## src/hw/sdhc_config.svh

```systemverilog
// build-time sizes and register map of the SD host transmit path
// SDHC_CLK_HALF_DIV must be 2 or more, SDHC_BLOCK_WORDS a power of two of 2 or more
`ifndef SDHC_CONFIG_SVH
`define SDHC_CONFIG_SVH

// clk_i cycles per half period of the SD clock
`define SDHC_CLK_HALF_DIV 2

// 32-bit words per data block, 4 words give a 16 byte block
`define SDHC_BLOCK_WORDS 4

// host register map
`define SDHC_ADDR_ARG  2'd0
`define SDHC_ADDR_CMD  2'd1
`define SDHC_ADDR_DATA 2'd2
`define SDHC_ADDR_XFER 2'd3

`endif

```

## src/hw/sdhc_pkg.sv

```systemverilog
// shared types of the SD host transmit path
package sdhc_pkg;

  typedef logic [1:0]  reg_addr_t;
  typedef logic [31:0] word_t;
  typedef logic [5:0]  cmd_index_t;
  typedef logic [6:0]  crc7_t;
  typedef logic [15:0] crc16_t;
  typedef logic [3:0]  nibble_t;    // one bit per DAT lane

  typedef struct packed {
    logic      wr;
    reg_addr_t addr;
    word_t     wdata;
  } host_req_t;

  typedef struct packed {
    logic cmd_busy;
    logic dat_busy;
    logic cmd_done;   // 1-cycle pulse
    logic dat_done;   // 1-cycle pulse
  } host_status_t;

  typedef struct packed {
    cmd_index_t index;
    word_t      argument;
  } cmd_frame_t;

  typedef struct packed {
    logic fall;
    logic rise;
  } sd_clk_en_t;

  typedef struct packed {
    logic    valid;
    nibble_t data;
    logic    crc_shift;
  } lane_in_t;

  typedef enum logic [1:0] {cmd_idle, cmd_send, cmd_crc, cmd_stop} cmd_state_t;

  typedef enum logic [2:0] {dat_idle, dat_start, dat_data, dat_crc, dat_stop} dat_state_t;

endpackage

```

## src/hw/sdhc_regs.sv

```systemverilog
// host register decode for single-cycle write strobes without back-pressure
// writes that hit a busy path or a full buffer are dropped silently
`timescale 1ns/1ps
`include "sdhc_config.svh"

module sdhc_regs (
  input  logic                   clk_i,
  input  logic                   software_reset_cmd_q,
  input  sdhc_pkg::host_req_t    host_req_i,
  input  logic                   cmd_done_i,
  input  logic                   dat_done_i,
  input  logic                   buf_full_i,
  output sdhc_pkg::host_status_t host_status_o,
  output sdhc_pkg::cmd_frame_t   cmd_frame_o,
  output logic                   cmd_start_o,
  output logic                   data_push_o,
  output logic                   xfer_start_o,
  output sdhc_pkg::word_t        push_word_o
);

  sdhc_pkg::word_t arg_q;
  logic            cmd_busy_q, dat_busy_q;
  logic            cmd_done_q, dat_done_q;
  logic            wr_arg, wr_cmd, wr_data, wr_xfer;

  assign wr_arg  = host_req_i.wr && (host_req_i.addr == `SDHC_ADDR_ARG);
  assign wr_cmd  = host_req_i.wr && (host_req_i.addr == `SDHC_ADDR_CMD);
  assign wr_data = host_req_i.wr && (host_req_i.addr == `SDHC_ADDR_DATA);
  assign wr_xfer = host_req_i.wr && (host_req_i.addr == `SDHC_ADDR_XFER);

  assign cmd_start_o  = wr_cmd && !cmd_busy_q;
  assign xfer_start_o = wr_xfer && !dat_busy_q;
  assign data_push_o  = wr_data && !dat_busy_q && !buf_full_i;
  assign push_word_o  = host_req_i.wdata;

  // index comes straight from the write and sd_cmd_tx latches the frame on start
  assign cmd_frame_o.index    = host_req_i.wdata[5:0];
  assign cmd_frame_o.argument = arg_q;

  always_ff @(posedge clk_i) begin
    if (wr_arg)
      arg_q <= host_req_i.wdata;
  end

  always_ff @(posedge clk_i) begin
    if (software_reset_cmd_q) begin
      cmd_busy_q <= 1'b0;
      dat_busy_q <= 1'b0;
      cmd_done_q <= 1'b0;
      dat_done_q <= 1'b0;
    end else begin
      cmd_done_q <= cmd_done_i;   // busy drops in the same cycle as the pulse
      dat_done_q <= dat_done_i;
      if (cmd_start_o)
        cmd_busy_q <= 1'b1;
      else if (cmd_done_i)
        cmd_busy_q <= 1'b0;
      if (xfer_start_o)
        dat_busy_q <= 1'b1;
      else if (dat_done_i)
        dat_busy_q <= 1'b0;
    end
  end

  assign host_status_o = '{cmd_busy: cmd_busy_q, dat_busy: dat_busy_q,
                           cmd_done: cmd_done_q, dat_done: dat_done_q};

  // a done from either path only ends a transfer that was started here
  a_cmd_done_busy: assert property (@(posedge clk_i) disable iff (software_reset_cmd_q)
    cmd_done_i |-> cmd_busy_q);

  a_dat_done_busy: assert property (@(posedge clk_i) disable iff (software_reset_cmd_q)
    dat_done_i |-> dat_busy_q);

endmodule

```

## src/hw/sd_clk_gen.sv

```systemverilog
// free running SD clock divider with a period of 2 * SDHC_CLK_HALF_DIV cycles of clk_i
// the edge strobes are high in the first clk_i cycle of the new SD clock level
`timescale 1ns/1ps
`include "sdhc_config.svh"

module sd_clk_gen (
  input  logic                 clk_i,
  input  logic                 software_reset_cmd_q,
  output logic                 sd_clk_o,
  output sdhc_pkg::sd_clk_en_t sd_clk_en_o
);

  localparam int unsigned CNT_W = $clog2(`SDHC_CLK_HALF_DIV);

  logic [CNT_W-1:0] cnt_q;
  logic             sd_clk_q, fall_q, rise_q;
  logic             toggle;

  assign toggle = (cnt_q == CNT_W'(`SDHC_CLK_HALF_DIV - 1));

  always_ff @(posedge clk_i) begin
    if (software_reset_cmd_q) begin
      cnt_q    <= '0;
      sd_clk_q <= 1'b0;   // bus clock idles low
      fall_q   <= 1'b0;
      rise_q   <= 1'b0;
    end else begin
      fall_q <= toggle && sd_clk_q;
      rise_q <= toggle && !sd_clk_q;
      if (toggle) begin
        cnt_q    <= '0;
        sd_clk_q <= ~sd_clk_q;
      end else begin
        cnt_q <= cnt_q + 1'b1;
      end
    end
  end

  assign sd_clk_o    = sd_clk_q;
  assign sd_clk_en_o = '{fall: fall_q, rise: rise_q};

  a_half_period: assert property (@(posedge clk_i) disable iff (software_reset_cmd_q)
    sd_clk_en_o.fall |-> ##(`SDHC_CLK_HALF_DIV) sd_clk_en_o.rise);

endmodule

```

## src/hw/sd_cmd_tx.sv

```systemverilog
// CMD line serializer, one bit per SD clock changed on the falling edge
// expects no new start until cmd_done_o, the register block guarantees this
`timescale 1ns/1ps

module sd_cmd_tx (
  input  logic                 clk_i,
  input  logic                 software_reset_cmd_q,
  input  sdhc_pkg::sd_clk_en_t sd_clk_en_i,
  input  sdhc_pkg::cmd_frame_t cmd_frame_i,
  input  logic                 cmd_start_i,
  output logic                 sd_cmd_o,
  output logic                 sd_cmd_en_o,
  output logic                 cmd_done_o
);

  sdhc_pkg::cmd_state_t state_q;
  logic [39:0]          shift_q;    // start, transmission, index, argument
  sdhc_pkg::crc7_t      crc_q, crc_next;
  logic [5:0]           cnt_q;
  logic                 cmd_q, cmd_en_q, done_q;
  logic                 fall, fb;

  assign fall = sd_clk_en_i.fall;

  // serial CRC7, x^7 + x^3 + 1
  assign fb       = shift_q[39] ^ crc_q[6];
  assign crc_next = {crc_q[5:0], 1'b0} ^ (fb ? 7'h09 : 7'h00);

  always_ff @(posedge clk_i) begin
    if (cmd_start_i && (state_q == sdhc_pkg::cmd_idle))
      shift_q <= {2'b01, cmd_frame_i.index, cmd_frame_i.argument};
    else if (fall && (state_q == sdhc_pkg::cmd_send))
      shift_q <= {shift_q[38:0], 1'b0};
  end

  always_ff @(posedge clk_i) begin
    if (software_reset_cmd_q) begin
      state_q  <= sdhc_pkg::cmd_idle;
      cnt_q    <= '0;
      crc_q    <= '0;
      cmd_q    <= 1'b1;
      cmd_en_q <= 1'b0;
      done_q   <= 1'b0;
    end else begin
      done_q <= 1'b0;
      case (state_q)
        sdhc_pkg::cmd_idle: begin
          if (cmd_start_i) begin
            state_q <= sdhc_pkg::cmd_send;
            cnt_q   <= '0;
            crc_q   <= '0;
          end
        end
        sdhc_pkg::cmd_send: begin
          if (fall) begin
            cmd_q    <= shift_q[39];
            cmd_en_q <= 1'b1;
            crc_q    <= crc_next;
            cnt_q    <= cnt_q + 1'b1;
            if (cnt_q == 6'd39) begin   // last of the 40 covered bits
              state_q <= sdhc_pkg::cmd_crc;
              cnt_q   <= '0;
            end
          end
        end
        sdhc_pkg::cmd_crc: begin
          if (fall) begin
            cmd_q <= crc_q[6];
            crc_q <= {crc_q[5:0], 1'b0};
            cnt_q <= cnt_q + 1'b1;
            if (cnt_q == 6'd6) begin
              state_q <= sdhc_pkg::cmd_stop;
              cnt_q   <= '0;
            end
          end
        end
        sdhc_pkg::cmd_stop: begin
          if (fall) begin
            if (cnt_q == 6'd0) begin
              cmd_q <= 1'b1;   // end bit
              cnt_q <= 6'd1;
            end else begin
              cmd_en_q <= 1'b0;
              done_q   <= 1'b1;
              state_q  <= sdhc_pkg::cmd_idle;
            end
          end
        end
        default: state_q <= sdhc_pkg::cmd_idle;
      endcase
    end
  end

  assign sd_cmd_o    = cmd_q;
  assign sd_cmd_en_o = cmd_en_q;
  assign cmd_done_o  = done_q;

endmodule

```

## src/hw/sd_dat_buffer.sv

```systemverilog
// block buffer of SDHC_BLOCK_WORDS words, read out as nibbles MSB first
// a nibble request is answered one cycle later, pushes are gated outside
`timescale 1ns/1ps
`include "sdhc_config.svh"

module sd_dat_buffer (
  input  logic               clk_i,
  input  logic               software_reset_cmd_q,
  input  logic               data_push_i,
  input  sdhc_pkg::word_t    push_word_i,
  input  logic               nibble_req_i,
  input  logic               clear_i,
  output sdhc_pkg::lane_in_t lane_in_o,
  output logic               full_o
);

  localparam int unsigned AW = $clog2(`SDHC_BLOCK_WORDS);
  localparam logic [AW:0] WORDS = `SDHC_BLOCK_WORDS;

  sdhc_pkg::word_t   mem_q [`SDHC_BLOCK_WORDS];
  logic [AW:0]       wr_ptr_q;
  logic [AW-1:0]     rd_ptr_q;
  logic [2:0]        nib_q;    // nibble within the current word
  logic              valid_q;
  sdhc_pkg::nibble_t data_q;

  assign full_o = (wr_ptr_q == WORDS);

  always_ff @(posedge clk_i) begin
    if (data_push_i)
      mem_q[wr_ptr_q[AW-1:0]] <= push_word_i;
  end

  // nibble 0 sits in bits 31:28
  always_ff @(posedge clk_i) begin
    if (nibble_req_i)
      data_q <= mem_q[rd_ptr_q][{~nib_q, 2'b00} +: 4];
  end

  always_ff @(posedge clk_i) begin
    if (software_reset_cmd_q || clear_i) begin
      wr_ptr_q <= '0;
      rd_ptr_q <= '0;
      nib_q    <= '0;
      valid_q  <= 1'b0;
    end else begin
      valid_q <= nibble_req_i;
      if (data_push_i)
        wr_ptr_q <= wr_ptr_q + 1'b1;
      if (nibble_req_i) begin
        nib_q <= nib_q + 1'b1;
        if (nib_q == 3'd7)
          rd_ptr_q <= rd_ptr_q + 1'b1;
      end
    end
  end

  // crc_shift is merged in at the top from the framer
  assign lane_in_o = '{valid: valid_q, data: data_q, crc_shift: 1'b0};

endmodule

```

## src/hw/sd_dat_lane_crc.sv

```systemverilog
// CRC16 of one DAT lane, x^16 + x^12 + x^5 + 1 with initial value 0
// lane_bit_o holds the last data bit, or the CRC bit after a shift request
`timescale 1ns/1ps

module sd_dat_lane_crc (
  input  logic clk_i,
  input  logic software_reset_cmd_q,
  input  logic bit_valid_i,
  input  logic bit_i,
  input  logic crc_shift_i,
  input  logic clear_i,
  output logic lane_bit_o
);

  sdhc_pkg::crc16_t crc_q;
  logic             bit_q;
  logic             fb;

  assign fb = bit_i ^ crc_q[15];

  always_ff @(posedge clk_i) begin
    if (software_reset_cmd_q || clear_i)
      crc_q <= '0;
    else if (bit_valid_i)
      crc_q <= {crc_q[14:0], 1'b0} ^ (fb ? 16'h1021 : 16'h0000);
    else if (crc_shift_i)
      crc_q <= {crc_q[14:0], 1'b0};   // MSB goes out first
  end

  always_ff @(posedge clk_i) begin
    if (bit_valid_i)
      bit_q <= bit_i;
    else if (crc_shift_i)
      bit_q <= crc_q[15];
  end

  assign lane_bit_o = bit_q;

endmodule

```

## src/hw/sd_dat_framer.sv

```systemverilog
// DAT block sequencer: start bit, block nibbles, 16 CRC bits per lane, end bit
// lane bits must be ready two clk_i cycles after a request, before the next fall
`timescale 1ns/1ps
`include "sdhc_config.svh"

module sd_dat_framer (
  input  logic                 clk_i,
  input  logic                 software_reset_cmd_q,
  input  sdhc_pkg::sd_clk_en_t sd_clk_en_i,
  input  logic                 xfer_start_i,
  input  sdhc_pkg::nibble_t    lane_bits_i,
  output logic                 nibble_req_o,
  output logic                 crc_shift_o,
  output logic                 clear_o,
  output sdhc_pkg::nibble_t    sd_dat_o,
  output logic                 sd_dat_en_o,
  output logic                 dat_done_o
);

  localparam int unsigned NIBBLES = 8 * `SDHC_BLOCK_WORDS;
  localparam int unsigned CW = $clog2(NIBBLES > 16 ? NIBBLES : 16);

  sdhc_pkg::dat_state_t state_q;
  logic [CW-1:0]        cnt_q;
  sdhc_pkg::nibble_t    dat_q;
  logic                 dat_en_q, req_q, shift_q, clear_q, done_q;
  logic                 fall;

  assign fall = sd_clk_en_i.fall;

  always_ff @(posedge clk_i) begin
    if (software_reset_cmd_q) begin
      state_q  <= sdhc_pkg::dat_idle;
      cnt_q    <= '0;
      dat_q    <= '1;
      dat_en_q <= 1'b0;
      req_q    <= 1'b0;
      shift_q  <= 1'b0;
      clear_q  <= 1'b0;
      done_q   <= 1'b0;
    end else begin
      req_q   <= 1'b0;
      shift_q <= 1'b0;
      clear_q <= 1'b0;
      done_q  <= 1'b0;
      case (state_q)
        sdhc_pkg::dat_idle: begin
          if (xfer_start_i)
            state_q <= sdhc_pkg::dat_start;
        end
        sdhc_pkg::dat_start: begin
          if (fall) begin
            dat_q    <= '0;     // start bit on all lanes
            dat_en_q <= 1'b1;
            req_q    <= 1'b1;   // first nibble goes out on the next fall
            cnt_q    <= '0;
            state_q  <= sdhc_pkg::dat_data;
          end
        end
        sdhc_pkg::dat_data: begin
          if (fall) begin
            dat_q <= lane_bits_i;
            cnt_q <= cnt_q + 1'b1;
            if (cnt_q == CW'(NIBBLES - 1)) begin
              shift_q <= 1'b1;
              cnt_q   <= '0;
              state_q <= sdhc_pkg::dat_crc;
            end else begin
              req_q <= 1'b1;
            end
          end
        end
        sdhc_pkg::dat_crc: begin
          if (fall) begin
            dat_q <= lane_bits_i;
            cnt_q <= cnt_q + 1'b1;
            if (cnt_q == CW'(15)) begin
              cnt_q   <= '0;
              state_q <= sdhc_pkg::dat_stop;
            end else begin
              shift_q <= 1'b1;
            end
          end
        end
        sdhc_pkg::dat_stop: begin
          if (fall) begin
            if (cnt_q == '0) begin
              dat_q <= '1;      // end bit
              cnt_q <= CW'(1);
            end else begin
              dat_en_q <= 1'b0;
              done_q   <= 1'b1;
              clear_q  <= 1'b1;  // empties buffer and lane CRCs
              state_q  <= sdhc_pkg::dat_idle;
            end
          end
        end
        default: state_q <= sdhc_pkg::dat_idle;
      endcase
    end
  end

  assign nibble_req_o = req_q;
  assign crc_shift_o  = shift_q;
  assign clear_o      = clear_q;
  assign sd_dat_o     = dat_q;
  assign sd_dat_en_o  = dat_en_q;
  assign dat_done_o   = done_q;

  // buffer answer and lane register both land before the next fall samples them
  a_lane_ready: assert property (@(posedge clk_i) disable iff (software_reset_cmd_q)
    nibble_req_o |-> !fall ##1 !fall);

endmodule

```

## src/hw/sdhc_top.sv

```systemverilog
// SD host transmit path, CMD frames and single DAT blocks, no receive side
// one reset clears everything, outputs are raw pin values plus enables
`timescale 1ns/1ps

module sdhc_top (
  input  logic                   clk_i,
  input  logic                   software_reset_cmd_q,
  input  sdhc_pkg::host_req_t    host_req_i,
  output sdhc_pkg::host_status_t host_status_o,
  output logic                   sd_clk_o,
  output logic                   sd_cmd_o,
  output logic                   sd_cmd_en_o,
  output sdhc_pkg::nibble_t      sd_dat_o,
  output logic                   sd_dat_en_o
);

  sdhc_pkg::sd_clk_en_t sd_clk_en;
  sdhc_pkg::cmd_frame_t cmd_frame;
  sdhc_pkg::word_t      push_word;
  sdhc_pkg::lane_in_t   buf_lane, lane_in;
  sdhc_pkg::nibble_t    lane_bits;
  logic                 cmd_start, cmd_done, dat_done;
  logic                 data_push, xfer_start, buf_full;
  logic                 nibble_req, crc_shift, dat_clear;

  sdhc_regs u_regs (
    .clk_i,
    .software_reset_cmd_q,
    .host_req_i,
    .cmd_done_i    (cmd_done),
    .dat_done_i    (dat_done),
    .buf_full_i    (buf_full),
    .host_status_o,
    .cmd_frame_o   (cmd_frame),
    .cmd_start_o   (cmd_start),
    .data_push_o   (data_push),
    .xfer_start_o  (xfer_start),
    .push_word_o   (push_word)
  );

  sd_clk_gen u_clk_gen (
    .clk_i,
    .software_reset_cmd_q,
    .sd_clk_o,
    .sd_clk_en_o (sd_clk_en)
  );

  sd_cmd_tx u_cmd_tx (
    .clk_i,
    .software_reset_cmd_q,
    .sd_clk_en_i (sd_clk_en),
    .cmd_frame_i (cmd_frame),
    .cmd_start_i (cmd_start),
    .sd_cmd_o,
    .sd_cmd_en_o,
    .cmd_done_o  (cmd_done)
  );

  sd_dat_buffer u_dat_buffer (
    .clk_i,
    .software_reset_cmd_q,
    .data_push_i  (data_push),
    .push_word_i  (push_word),
    .nibble_req_i (nibble_req),
    .clear_i      (dat_clear),
    .lane_in_o    (buf_lane),
    .full_o       (buf_full)
  );

  // buffer nibble plus the framer's CRC shift request
  assign lane_in = '{valid: buf_lane.valid, data: buf_lane.data, crc_shift: crc_shift};

  for (genvar i = 0; i < $bits(sdhc_pkg::nibble_t); i++) begin : g_lane
    sd_dat_lane_crc u_lane_crc (
      .clk_i,
      .software_reset_cmd_q,
      .bit_valid_i (lane_in.valid),
      .bit_i       (lane_in.data[i]),
      .crc_shift_i (lane_in.crc_shift),
      .clear_i     (dat_clear),
      .lane_bit_o  (lane_bits[i])
    );
  end

  sd_dat_framer u_dat_framer (
    .clk_i,
    .software_reset_cmd_q,
    .sd_clk_en_i  (sd_clk_en),
    .xfer_start_i (xfer_start),
    .lane_bits_i  (lane_bits),
    .nibble_req_o (nibble_req),
    .crc_shift_o  (crc_shift),
    .clear_o      (dat_clear),
    .sd_dat_o,
    .sd_dat_en_o,
    .dat_done_o   (dat_done)
  );

endmodule

```

## config.mk

```make
export PLATFORM = sky130hd
export DESIGN_NAME = sdhc_top
export DESIGN_NICKNAME = d
export VERILOG_FILES = /design/src/hw/sdhc_pkg.sv /design/src/hw/sdhc_regs.sv /design/src/hw/sd_clk_gen.sv /design/src/hw/sd_cmd_tx.sv /design/src/hw/sd_dat_buffer.sv /design/src/hw/sd_dat_lane_crc.sv /design/src/hw/sd_dat_framer.sv /design/src/hw/sdhc_top.sv
export VERILOG_INCLUDE_DIRS = /design/src /design/src/hw
export SDC_FILE = /design/constraint.sdc
export NUM_CORES = 1
export LEC_CHECK = 0
export ABC_AREA = 1
export BUFFER_PORTS_ARGS = -buffer_cell sky130_fd_sc_hd__buf_2
export CORE_MARGIN = 2
export CORE_UTILIZATION = 53
export CTS_CLUSTER_DIAMETER = 60
export DETAILED_ROUTE_END_ITERATION = 6
export GPL_ROUTABILITY_DRIVEN = 0
export PLACE_DENSITY = 0.7
export REMOVE_ABC_BUFFERS = 1
export SLEW_MARGIN = 20
export SYNTH_ARGS = -nofsm -noshare
export SYNTH_HDL_FRONTEND = slang
export SYNTH_SLANG_ARGS = --single-unit
```

## constraint.sdc

```tcl
create_clock -name clk_i -period 3.57 [get_ports clk_i]
set_input_delay 0.357 -clock clk_i [delete_from_list [all_inputs] [get_ports clk_i]]
set_output_delay 0.357 -clock clk_i [all_outputs]
set_load 0.01 [all_outputs]
```

==> impl_results.md, run 1 <==
- Critical Path Fanout Max: 38
- FMAX: 386 MHz
- Clock Tree Root: clkbuf_16
- Sw frac: 24.8%
- Post-synthesis sequential area ratio: 64.9%
- DR DRC count: 0
- Worst-skew pair later-pin latency: 520 ps
- Via count: 8598
- Tcrit/Tclk final: 72.6%
- Critical path type: register to register
- Average instance area after synthesis: 10.5 um2
- Outcome: finished, final reports clean
- Die height: 162 um
- Die footprint: 26100 um2
- Area Overhead vs Synth: 12.8%
- Wire length of the first global-routing pass: 41800 um
- Post-route ant nets: 0
- Vias in the first global route: 8380
- Comb pwr share: 11.5%
- Layout Nets: 1348
- Fraction of the mapped netlist area in compound gates: 5.75%
- Synth warn: 0
- CTS tree: done
- EDFF count, synth: 206
- Slew @ Worst Pin: 1010 ps
- Total track usage: 20.0%
- Post-DP HPWL: 15100 um
- Critical path capture point type: register
- Largest family of logic cells by synthesized area: simple AND/OR/NAND/NOR gates
- Drt pass-1 iters: 5
- CP Launch Type: register
- Post-Synth Simple-Gate Area: 19.0%
- Final setup fails: 0
- Final Power: 8940 uW
- Mux share of post-synthesis cell area: 3.25%
- Initial Utilization: 54.0%
- Die width: 162 um
- RSZ-0062 raised after global routing: false
- Pwr Density: 602 nW/um2
- Vias/cell: 5.23
- Final Hold Vio Count: 0
- Synth area leaders: edfxtp_1 47%, dfxtp_1 18%, nand2_1 7.7%, nand3_1 4.7%, nor2_1 4.6%
- #FFs+latches synth: 324
- Switching power: 2220 uW
- Commonest non-fill, non-tap cell in the layout: nand2_1
- Crit path time final: 2590 ps
- Core Area: 24400 um2
- Hold_buf cts: 0
- Synthesized area: 13200 um2
- Initial DRC count: 776
- GR Overflow Total: 0
- Worst min path class: input port to register
- XOR/XNOR Fraction of Synth Area: 0.864%
- Synth Area in Adders: 1.71%
- Peak supply drop: 479 uV
- Max Slew Vio Count: 0
- Inst Count DP: 1580
- Flop pwr share: 47.1%
- Setup TNS: 0 ps
- Arr. time, crit path: 2720 ps
- P_int: 6720 uW
- Share of layout cells above drive strength 1: 15.8%
- FP Rows: 57
- Per-cell routed wire length: 15.5 um
- Number of port buffers: 48
- Drt total wl: 25400 um
- Non-Filler Instances: 1643
- Fraction of registers with async set/reset: 0%
- CP required: 3700 ps
- Postcts setup bufs: 0
- Synth top area share: 47.0%
- Initial antenna violation count: 0
- Clock power share: 41.4%
- Max-slew headroom: 32.7%
- Most frequent cells in the layout: 269 x nand2_1, 206 x edfxtp_1, 157 x nor2_1
- Clk buf depth: 3
- Clock sinks: 324
- Synthesized instance count: 1253
- Largest net degree at the start of global routing: 65
- CTS HTree Levels: 2
- Skew final: 17.7 ps
- Post_cts resized: 0
- Io pins: 49
- Yosys cell types: 38
- Ant. Diodes: 0
- Clock-pin slew on the worst setup and hold paths: 60 ps
- Leak Pwr: 0.00554 uW
- Max_cap viols: 0
- CTS buffer count: 35
- Post-synth top area cell: edfxtp_1
- Ys flop type: edfxtp_1
==> registers in the layout, summed over array words and instances (netlist names), 3 cells and up, named ones only <==
register                      count
g_lane.u_lane_crc.crc_q          64
g_lane.u_lane_crc.lane_bit_o      4
u_cmd_tx.cnt_q                    6
u_cmd_tx.crc_q                    7
u_cmd_tx.shift_q                 40
u_dat_buffer.data_q               4
u_dat_buffer.mem_q              128
u_dat_buffer.nib_q                3
u_dat_buffer.wr_ptr_q             3
u_dat_framer.cnt_q                5
u_dat_framer.sd_dat_o             4
u_dat_framer.state_q              3
u_regs.arg_q                     32
==> cell usage after synthesis (12+ instances only) <==
library cell	instances
a21oi_1	43
buf_2	29
clkbuf_1	18
dfxtp_1	118
edfxtp_1	206
ha_1	18
inv_1	63
mux2_2	38
nand2_1	270
nand3_1	123
nor2_1	161
o21ai_0	73
xnor2_1	12
==> layer usage <==
layer,up-vias,global-route usage [%],wire (um)
met5,-,0,0
met4,0,7.84,669
met3,49,3.09,1410
met2,222,33.5,12100
met1,4028,26.4,11200
li1,4299,-,-
==> worst paths after layout <==
check	from	end	slack, ps	cells past startpoint
setup / recovery	u_cmd_tx.state_q[0]	u_cmd_tx.shift_q[24]	980	4
hold / removal	host_req_i[18]	u_dat_buffer.mem_q[0][18]	70	1
setup reg to reg	u_cmd_tx.state_q[0]	u_cmd_tx.shift_q[24]	980	4
hold reg to reg	u_cmd_tx.cmd_done_o	u_regs.cmd_done_q	430	2
==> per-stage QoR <==
step / hold slack (ps) / setup WS [ps] / utilization, % / area (um2)
floorplan: 409 / 305 / - / 12900
global placement: 421 / 1060 / 56.0 / 13700
detailed placement: 423 / 977 / 56.0 / 13700
CTS: 58.4 / 900 / 60.9 / 14900
global route: 70.9 / 725 / 60.9 / 14900
finish: 73.2 / 978 / 60.9 / 14900
==> power groups by stage <==
| stage | clock (uW) | sequential, uW | combinational [uW] |
|---|---|---|---|
| final | 3700 | 4210 | 1030 |
| after global routing | 3910 | 4220 | 1170 |
| after CTS | 3770 | 4210 | 1030 |
| after detailed placement | 0 | 4290 | 1030 |
| after global placement | 0 | 4280 | 1010 |
| after floorplan | 0 | 4280 | 766 |
==> cells by family after synthesis <==
| kind of cell | count (synthesis) |
|---|---|
| flops | 324 |
| fa+ha+maj | 18 |
| compound gates | 140 |
| simple gates | 586 |
| xor+xnor | 13 |
| mux | 38 |
| buf+inv | 134 |
==> critical path, cell delays in order (launching register included) <==
cell and delay [ps]:
dfxtp_1 340, inv_1 110, ha_1 270, nand3_2 500, nand2_2 980
==> layout make-up <==
type                            count  area [um2]
Fill cell                        1993        9530
Sequential cell                   324        8550
Multi-Input combinational cell    795        4080
Clock buffer                       41         930
Tap cell                          324         405
Timing Repair Buffer               62         345
Inverter                           75         288
Clock inverter                     22         267
(Power assumes the default switching activity.)
==> run 2: changes to the inputs <==
==> constraint.sdc (replaced) <==
create_clock -name clk_i -period 2.5 [get_ports clk_i]
set_input_delay 0.25 -clock clk_i [delete_from_list [all_inputs] [get_ports clk_i]]
set_output_delay 0.25 -clock clk_i [all_outputs]
set_load 0.01 [all_outputs]
==> run 2 against run 1 <==
Worst setup slack worse by 600 ps. Critical path depth grew 5. Non-clock buffer count grew 20. Sequential share of layout area is 0.73 points lower. Sequential cell count stayed put. Cell count is 1.1% higher. Wire length increased by 4.1%. Clock skew fell by 7.2 ps. Combinational power rose by 46%. Maximum frequency grew 22%. Die area is the same. Via count increased by 1.8%.
==> impl_results.md, run 2 (synthesis results as in run 1) <==
- Final Hold Vio Count: 0 (unchanged)
- Max_cap viols: 0 (unchanged)
- Flop pwr share: 48.2% (was 47.1%)
- Worst reg2reg setup slack: 380 ps (was 980 ps)
- Max Slew Vio Count: 0 (unchanged)
- Peak supply drop: 605 uV (was 479 uV)
- Core Area: 24400 um2 (unchanged)
- Place WS: 507 ps (was 977 ps)
- Min-delay src: host_req_i[20] (was host_req_i[18])
- Drt total wl: 26400 um (was 25400 um)
- Switching power: 3060 uW (was 2220 uW)
- Final worst-path setup slack: 382 ps (was 978 ps)
- GR Overflow Total: 0 (unchanged)
- Leak Pwr: 0.00563 uW (was 0.00554 uW)
- Final Power: 12500 uW (was 8940 uW)
- FP Rows: 57 (unchanged)
- FMAX: 472 MHz (was 386 MHz)
- Slew @ Worst Pin: 917 ps (was 1010 ps)
- Max-slew headroom: 38.8% (was 32.7%)
- GR Util met2: 34.6% (was 33.5%)
- Share of layout cells above drive strength 1: 15.3% (was 15.8%)
- # fillers: 1987 (was 1993)
- RSZ-0062 raised after global routing: false (unchanged)
- CP Launch Type: register (unchanged)
- Hold Path Depth: 1 (unchanged)
- FF-to-FF End: u_dat_buffer.data_q[0] (was u_cmd_tx.shift_q[24])
- Clock sinks: 324 (unchanged)
- Post-route ant nets: 0 (unchanged)
- Critical Path Fanout Max: 64 (was 38)
- Via count: 8749 (was 8598)
- Die footprint: 26100 um2 (unchanged)
- Met3 Usage GRT: 3.52% (was 3.09%)
- Ant. Diodes: 0 (unchanged)
- CTS buffer count: 34 (was 35)
- CTS HTree Levels: 2 (unchanged)
- Initial antenna violation count: 0 (unchanged)
- Total track usage: 20.8% (was 20.0%)
- Initial DRC count: 631 (was 776)
- Vias in the first global route: 8589 (was 8380)
- Final setup fails: 0 (unchanged)
- Non-Filler Instances: 1661 (was 1643)
- Global route hottest layer: met2 (unchanged)
- Drt pass-1 iters: 7 (was 5)
- Crit path time final: 2120 ps (was 2590 ps)
- Sw frac: 24.5% (was 24.8%)
- Number of port buffers: 48 (unchanged)
- Layout Nets: 1367 (was 1348)
- Vias/cell: 5.27 (was 5.23)
- Arr. time, crit path: 2390 ps (was 2720 ps)
- Largest net degree at the start of global routing: 65 (unchanged)
- Worst-skew pair later-pin latency: 510 ps (was 520 ps)
- Wire length of the first global-routing pass: 43400 um (was 41800 um)
- Post-DP HPWL: 16100 um (was 15100 um)
- Clock power share: 39.8% (was 41.4%)
- Clk buf depth: 3 (unchanged)
- Clock-pin slew on the worst setup and hold paths: 60 ps (about the same)
- Outcome: finished, final reports clean (unchanged)
- Tcrit/Tclk final: 84.7% (was 72.6%)
- Worst Hold End: u_dat_buffer.mem_q[2][20] (was u_dat_buffer.mem_q[0][18])
- Worst min path class: input port to register (unchanged)
- Per-cell routed wire length: 15.9 um (was 15.5 um)
- Post_cts resized: 0 (unchanged)
- Die width: 162 um (unchanged)
- CP required: 2770 ps (was 3700 ps)
- Io pins: 49 (unchanged)
- Commonest non-fill, non-tap cell in the layout: nand2_1 (unchanged)
- Comb pwr share: 12.0% (was 11.5%)
- Critical path capture point type: register (unchanged)
- Max FFs per register: 128 (unchanged)
- Area Overhead vs Synth: 14.3% (was 12.8%)
- P_int: 9410 uW (was 6720 uW)
- Inst Count DP: 1581 (was 1580)
- Initial Utilization: 54.0% (unchanged)
- Grt met1 use: 27.2% (was 26.4%)
- Worst r2r path cells: 9 (was 4)
- Skew final: 10.6 ps (was 17.7 ps)
- Most frequent cells in the layout: 269 x nand2_1, 206 x edfxtp_1, 157 x nor2_1 (unchanged)
- Critical path type: register to register (unchanged)
- Pwr Density: 828 nW/um2 (was 602 nW/um2)
- DR DRC count: 0 (unchanged)
- Clock Tree Root: clkbuf_16 (unchanged)
- Die height: 162 um (unchanged)
- CTS tree: done (unchanged)
[run 2: changes by cell type in the layout (fill, tap and decap cells not counted), moves of 2 or more]
cell / previous run / this run
dlygate4sd3_1: 0 / 19
buf_12: 0 / 7
buf_4: 14 / 8
clkbuf_1: 4 / 6
clkinvlp_4: 6 / 0
clkinv_2: 3 / 8
[run 2: timing repair]
action | in CTS | in global routing
hold endpoints to repair | 90 | 4
hold buffers | 18 | 1
setup buffers | 0 | 0
[run 2: power by group through the flow]
stage | clock, uW | sequential [uW] | combinational, uW
2_1_floorplan | 0 | 6110 | 1090
3_3_place_gp | 0 | 6120 | 1450
3_5_place_dp | 0 | 6130 | 1480
4_1_cts | 5070 | 6010 | 1510
5_1_grt | 5270 | 6030 | 1710
6_report | 4960 | 6010 | 1500
[run 2: area by class of cell]
| class | instances | area [um2] | share of cell area, % |
|---|---|---|---|
| Tap cell | 324 | 405 | 2.69 |
| Timing Repair Buffer | 82 | 631 | 4.19 |
| Sequential cell | 324 | 8550 | 56.8 |
| Inverter | 75 | 288 | 1.91 |
| Clock buffer | 41 | 898 | 5.97 |
| Clock inverter | 20 | 204 | 1.35 |
| Multi-Input combinational cell | 795 | 4080 | 27.1 |
[run 2: worst max-delay path: stages (launching register included)]
cell,delay [ps]
dfxtp_2,330
clkinv_2,670
nand2_1,270
nand3_1,120
nand3_1,160
nand2_1,70
nand2_1,80
nand2_1,60
nand2_1,60
nand2_1,50
[run 2: worst max-delay path by stage]
stage / end / slack, ps
floorplan: u_cmd_tx.shift_q[0] / -760
global placement: u_dat_buffer.data_q[0] / 590
detailed placement: u_dat_buffer.data_q[0] / 510
CTS: u_dat_buffer.data_q[0] / 500
global route: u_dat_buffer.data_q[0] / 160
finish: u_dat_buffer.data_q[0] / 380
[run 2: through the flow]
step | setup TNS [ps] | util, % | cell area (um2) | hold WS (ps)
CTS | 0 | 61.7 | 15000 | 1.13
global route | 0 | 61.7 | 15100 | 8.93
floorplan | -72790 | - | 12900 | 312
global placement | 0 | 56.4 | 13800 | 415
finish | 0 | 61.7 | 15100 | 5.29
detailed placement | 0 | 56.4 | 13800 | 424
[run 2: per-layer routing]
layer  wire [um]  share of wire [%]
met5           0                  0
met4         907                3.4
met3        1370                5.2
met2       12800                 48
met1       11400                 43
==> run 3: changes to the inputs <==
==> constraint.sdc (replaced) <==
create_clock -name clk_i -period 2.1 [get_ports clk_i]
set_input_delay 0.21 -clock clk_i [delete_from_list [all_inputs] [get_ports clk_i]]
set_output_delay 0.21 -clock clk_i [all_outputs]
set_load 0.01 [all_outputs]
==> run 3 against run 2 <==
Critical endpoint is now u_cmd_tx.shift_q[14]. Total power is 19% higher. Via count increased by 0.91%. Highest routed layer unchanged. Largest cell class unchanged. Cell count grew 1.2%. Core utilization increased by 0.91 points.
==> impl_results.md, run 3 (synthesis results as in run 1) <==
- Outcome: finished, final reports clean (unchanged)
- CP Launch Type: register (unchanged)
- GR Overflow Total: 0 (unchanged)
- Hold Path Depth: 2 (was 1)
- Initial Utilization: 54.0% (unchanged)
- Final setup fails: 0 (unchanged)
- Delay-heaviest family, CP: adder cells (was simple AND/OR/NAND/NOR gates)
- Min-delay src: software_reset_cmd_q (was host_req_i[20])
- Clock sinks: 324 (unchanged)
- Slew @ Worst Pin: 610 ps (was 917 ps)
- CTS buffer count: 36 (was 34)
- Wire length of the first global-routing pass: 43300 um (was 43400 um)
- Commonest non-fill, non-tap cell in the layout: nand2_1 (unchanged)
- Core Area: 24400 um2 (unchanged)
- Max_cap viols: 0 (unchanged)
- Die width: 162 um (unchanged)
- Initial DRC count: 637 (was 631)
- Worst reg2reg setup slack: 300 ps (was 380 ps)
- Max Slew Vio Count: 0 (unchanged)
- Total track usage: 20.6% (was 20.8%)
- Clock power share: 39.7% (was 39.8%)
- FP Rows: 57 (unchanged)
- Placed cell area: 13900 um2 (was 13800 um2)
- Vias in the first global route: 8694 (was 8589)
- Worst path cell trace: inv_1 -> ha_1 -> nand2_1 -> nand2_2 -> buf_12 (was clkinv_2 -> nand2_1 -> nand3_1 -> nand3_1 -> nand2_1 -> nand2_1 -> nand2_1 -> nand2_1 -> nand2_1)
- Sw frac: 25.1% (was 24.5%)
- Die footprint: 26100 um2 (unchanged)
- Clock-pin slew on the worst setup and hold paths: 60 ps (about the same)
- FF-to-FF End: u_cmd_tx.shift_q[14] (was u_dat_buffer.data_q[0])
- Met2 routed WL: 12400 um (was 12800 um)
- Ant. Diodes: 0 (unchanged)
- CTS tree: done (unchanged)
- Worst-skew pair later-pin latency: 520 ps (was 510 ps)
- Critical Path Fanout Max: 38 (was 64)
- Final Hold Vio Count: 0 (unchanged)
- Clock Tree Root: clkbuf_16 (unchanged)
- Worst Hold End: u_clk_gen.cnt_q (was u_dat_buffer.mem_q[2][20])
- Die height: 162 um (unchanged)
- Peak supply drop: 857 uV (was 605 uV)
- M1 wire length: 11800 um (was 11400 um)
- Switching power: 3730 uW (was 3060 uW)
- P_int: 11100 uW (was 9410 uW)
- Number of port buffers: 48 (unchanged)
- DR DRC count: 0 (unchanged)
- Postcts setup bufs: 0 (unchanged)
- Crit-path max cell delay: 460 ps (was 670 ps)
- Area Overhead vs Synth: 16.0% (was 14.3%)
- Arr. time, crit path: 1990 ps (was 2390 ps)
- Worst r2r path cells: 5 (was 9)
- Final instance area: 15300 um2 (was 15100 um2)
- FMAX: 556 MHz (was 472 MHz)
- Hold_buf cts: 32 (was 18)
- Clk buf depth: 3 (unchanged)
- Place WS: 301 ps (was 507 ps)
- Max FFs per register: 128 (unchanged)
- Drt total wl: 26300 um (was 26400 um)
- Tcrit/Tclk final: 85.6% (was 84.7%)
- Setup TNS: 0 ps (unchanged)
- WP buf/inv: 2 (was 1)
- Met3 wire len: 1420 um (was 1370 um)
- Crit path time final: 1800 ps (was 2120 ps)
- Skew final: 15.9 ps (was 10.6 ps)
- Vias/cell: 5.25 (was 5.27)
- Slowest CP cell: ha_1 (was clkinv_2)
- Post-DP HPWL: 15800 um (was 16100 um)
- Critical path capture point type: register (unchanged)
- RSZ-0062 raised after global routing: false (unchanged)
- Top routing layer used: met4 (unchanged)
- CTS HTree Levels: 2 (unchanged)
- Leak Pwr: 0.00573 uW (was 0.00563 uW)
- Pwr Density: 972 nW/um2 (was 828 nW/um2)
- Layout Nets: 1389 (was 1367)
- Final worst-path setup slack: 303 ps (was 382 ps)
- Flop pwr share: 48.1% (was 48.2%)
- Drt pass-1 iters: 5 (was 7)
- Most frequent cells in the layout: 269 x nand2_1, 206 x edfxtp_1, 157 x nor2_1 (unchanged)
- CP required: 2300 ps (was 2770 ps)
- Post-route ant nets: 0 (unchanged)
- Initial antenna violation count: 0 (unchanged)
- Max-slew headroom: 59.1% (was 38.8%)
- Critical path type: register to register (unchanged)
- Worst min path class: input port to register (unchanged)
- Via count: 8829 (was 8749)
- Share of layout cells above drive strength 1: 15.6% (was 15.3%)
- Post_cts resized: 0 (unchanged)
- Comb pwr share: 12.2% (was 12.0%)
- Io pins: 49 (unchanged)
- FF-to-FF Start: u_cmd_tx.state_q[1]
- Per-cell routed wire length: 15.6 um (was 15.9 um)
- Largest net degree at the start of global routing: 65 (unchanged)
-- run 3: cell count changes in the layout (fill, tap and decap cells not counted), moves of 2 or more --
cell | previous run | this run
buf_12 | 7 | 10
dlygate4sd3_1 | 19 | 32
clkinv_2 | 8 | 1
bufinv_16 | 4 | 0
clkbuf_16 | 35 | 37
clkbuf_1 | 6 | 11
buf_4 | 8 | 12
inv_8 | 0 | 2
clkinv_1 | 8 | 2
clkbuf_8 | 0 | 5
-- run 3: how the worst max path moves through the flow --
stage | to | from | cells past startpoint
6_report | u_cmd_tx.shift_q[14] | u_cmd_tx.state_q[1] | 5
2_1_floorplan | u_cmd_tx.shift_q[0] | u_cmd_tx.state_q[0] | 4
4_1_cts | u_cmd_tx.shift_q[19] | u_cmd_tx.state_q[1] | 5
3_3_place_gp | u_cmd_tx.shift_q[13] | u_cmd_tx.state_q[1] | 5
3_5_place_dp | u_cmd_tx.shift_q[31] | u_cmd_tx.state_q[1] | 5
5_1_grt | u_dat_framer.state_q[2] | u_dat_framer.cnt_q[0] | 11
-- run 3: through the flow --
stage          util (%)  total power [uW]  std cells  hold WS [ps]
2_1_floorplan         -              8570       1194           272
3_3_place_gp       56.8              9010       1588           424
3_5_place_dp       56.8              9050       1588           429
4_1_cts            62.6             15000       1681          49.7
5_1_grt            62.6             15500       1681          78.3
6_report           62.6             14900       1681          63.8
-- run 3: power by group through the flow --
stage	combinational (uW)	sequential (uW)	clock, uW
6_report	1810	7150	5900
3_3_place_gp	1730	7280	0
4_1_cts	1810	7150	6010
3_5_place_dp	1760	7290	0
5_1_grt	2060	7170	6260
2_1_floorplan	1300	7270	0
-- run 3: area by class of cell --
type | count | area [um2]
clock buffer | 54 | 1040
clock inverter | 7 | 62.6
fill | 1931 | 9110
inverter | 75 | 287
multi-input combinational | 795 | 4080
sequential | 324 | 8550
tap | 324 | 405
timing repair buffer | 102 | 851
-- run 3: layer usage --
metal  GRT usage, %  vias to the layer above
li1               -                     4385
met1           27.4                     4173
met5              0                        -
met2           34.4                      223
met3           3.96                       48
met4           6.72                        0
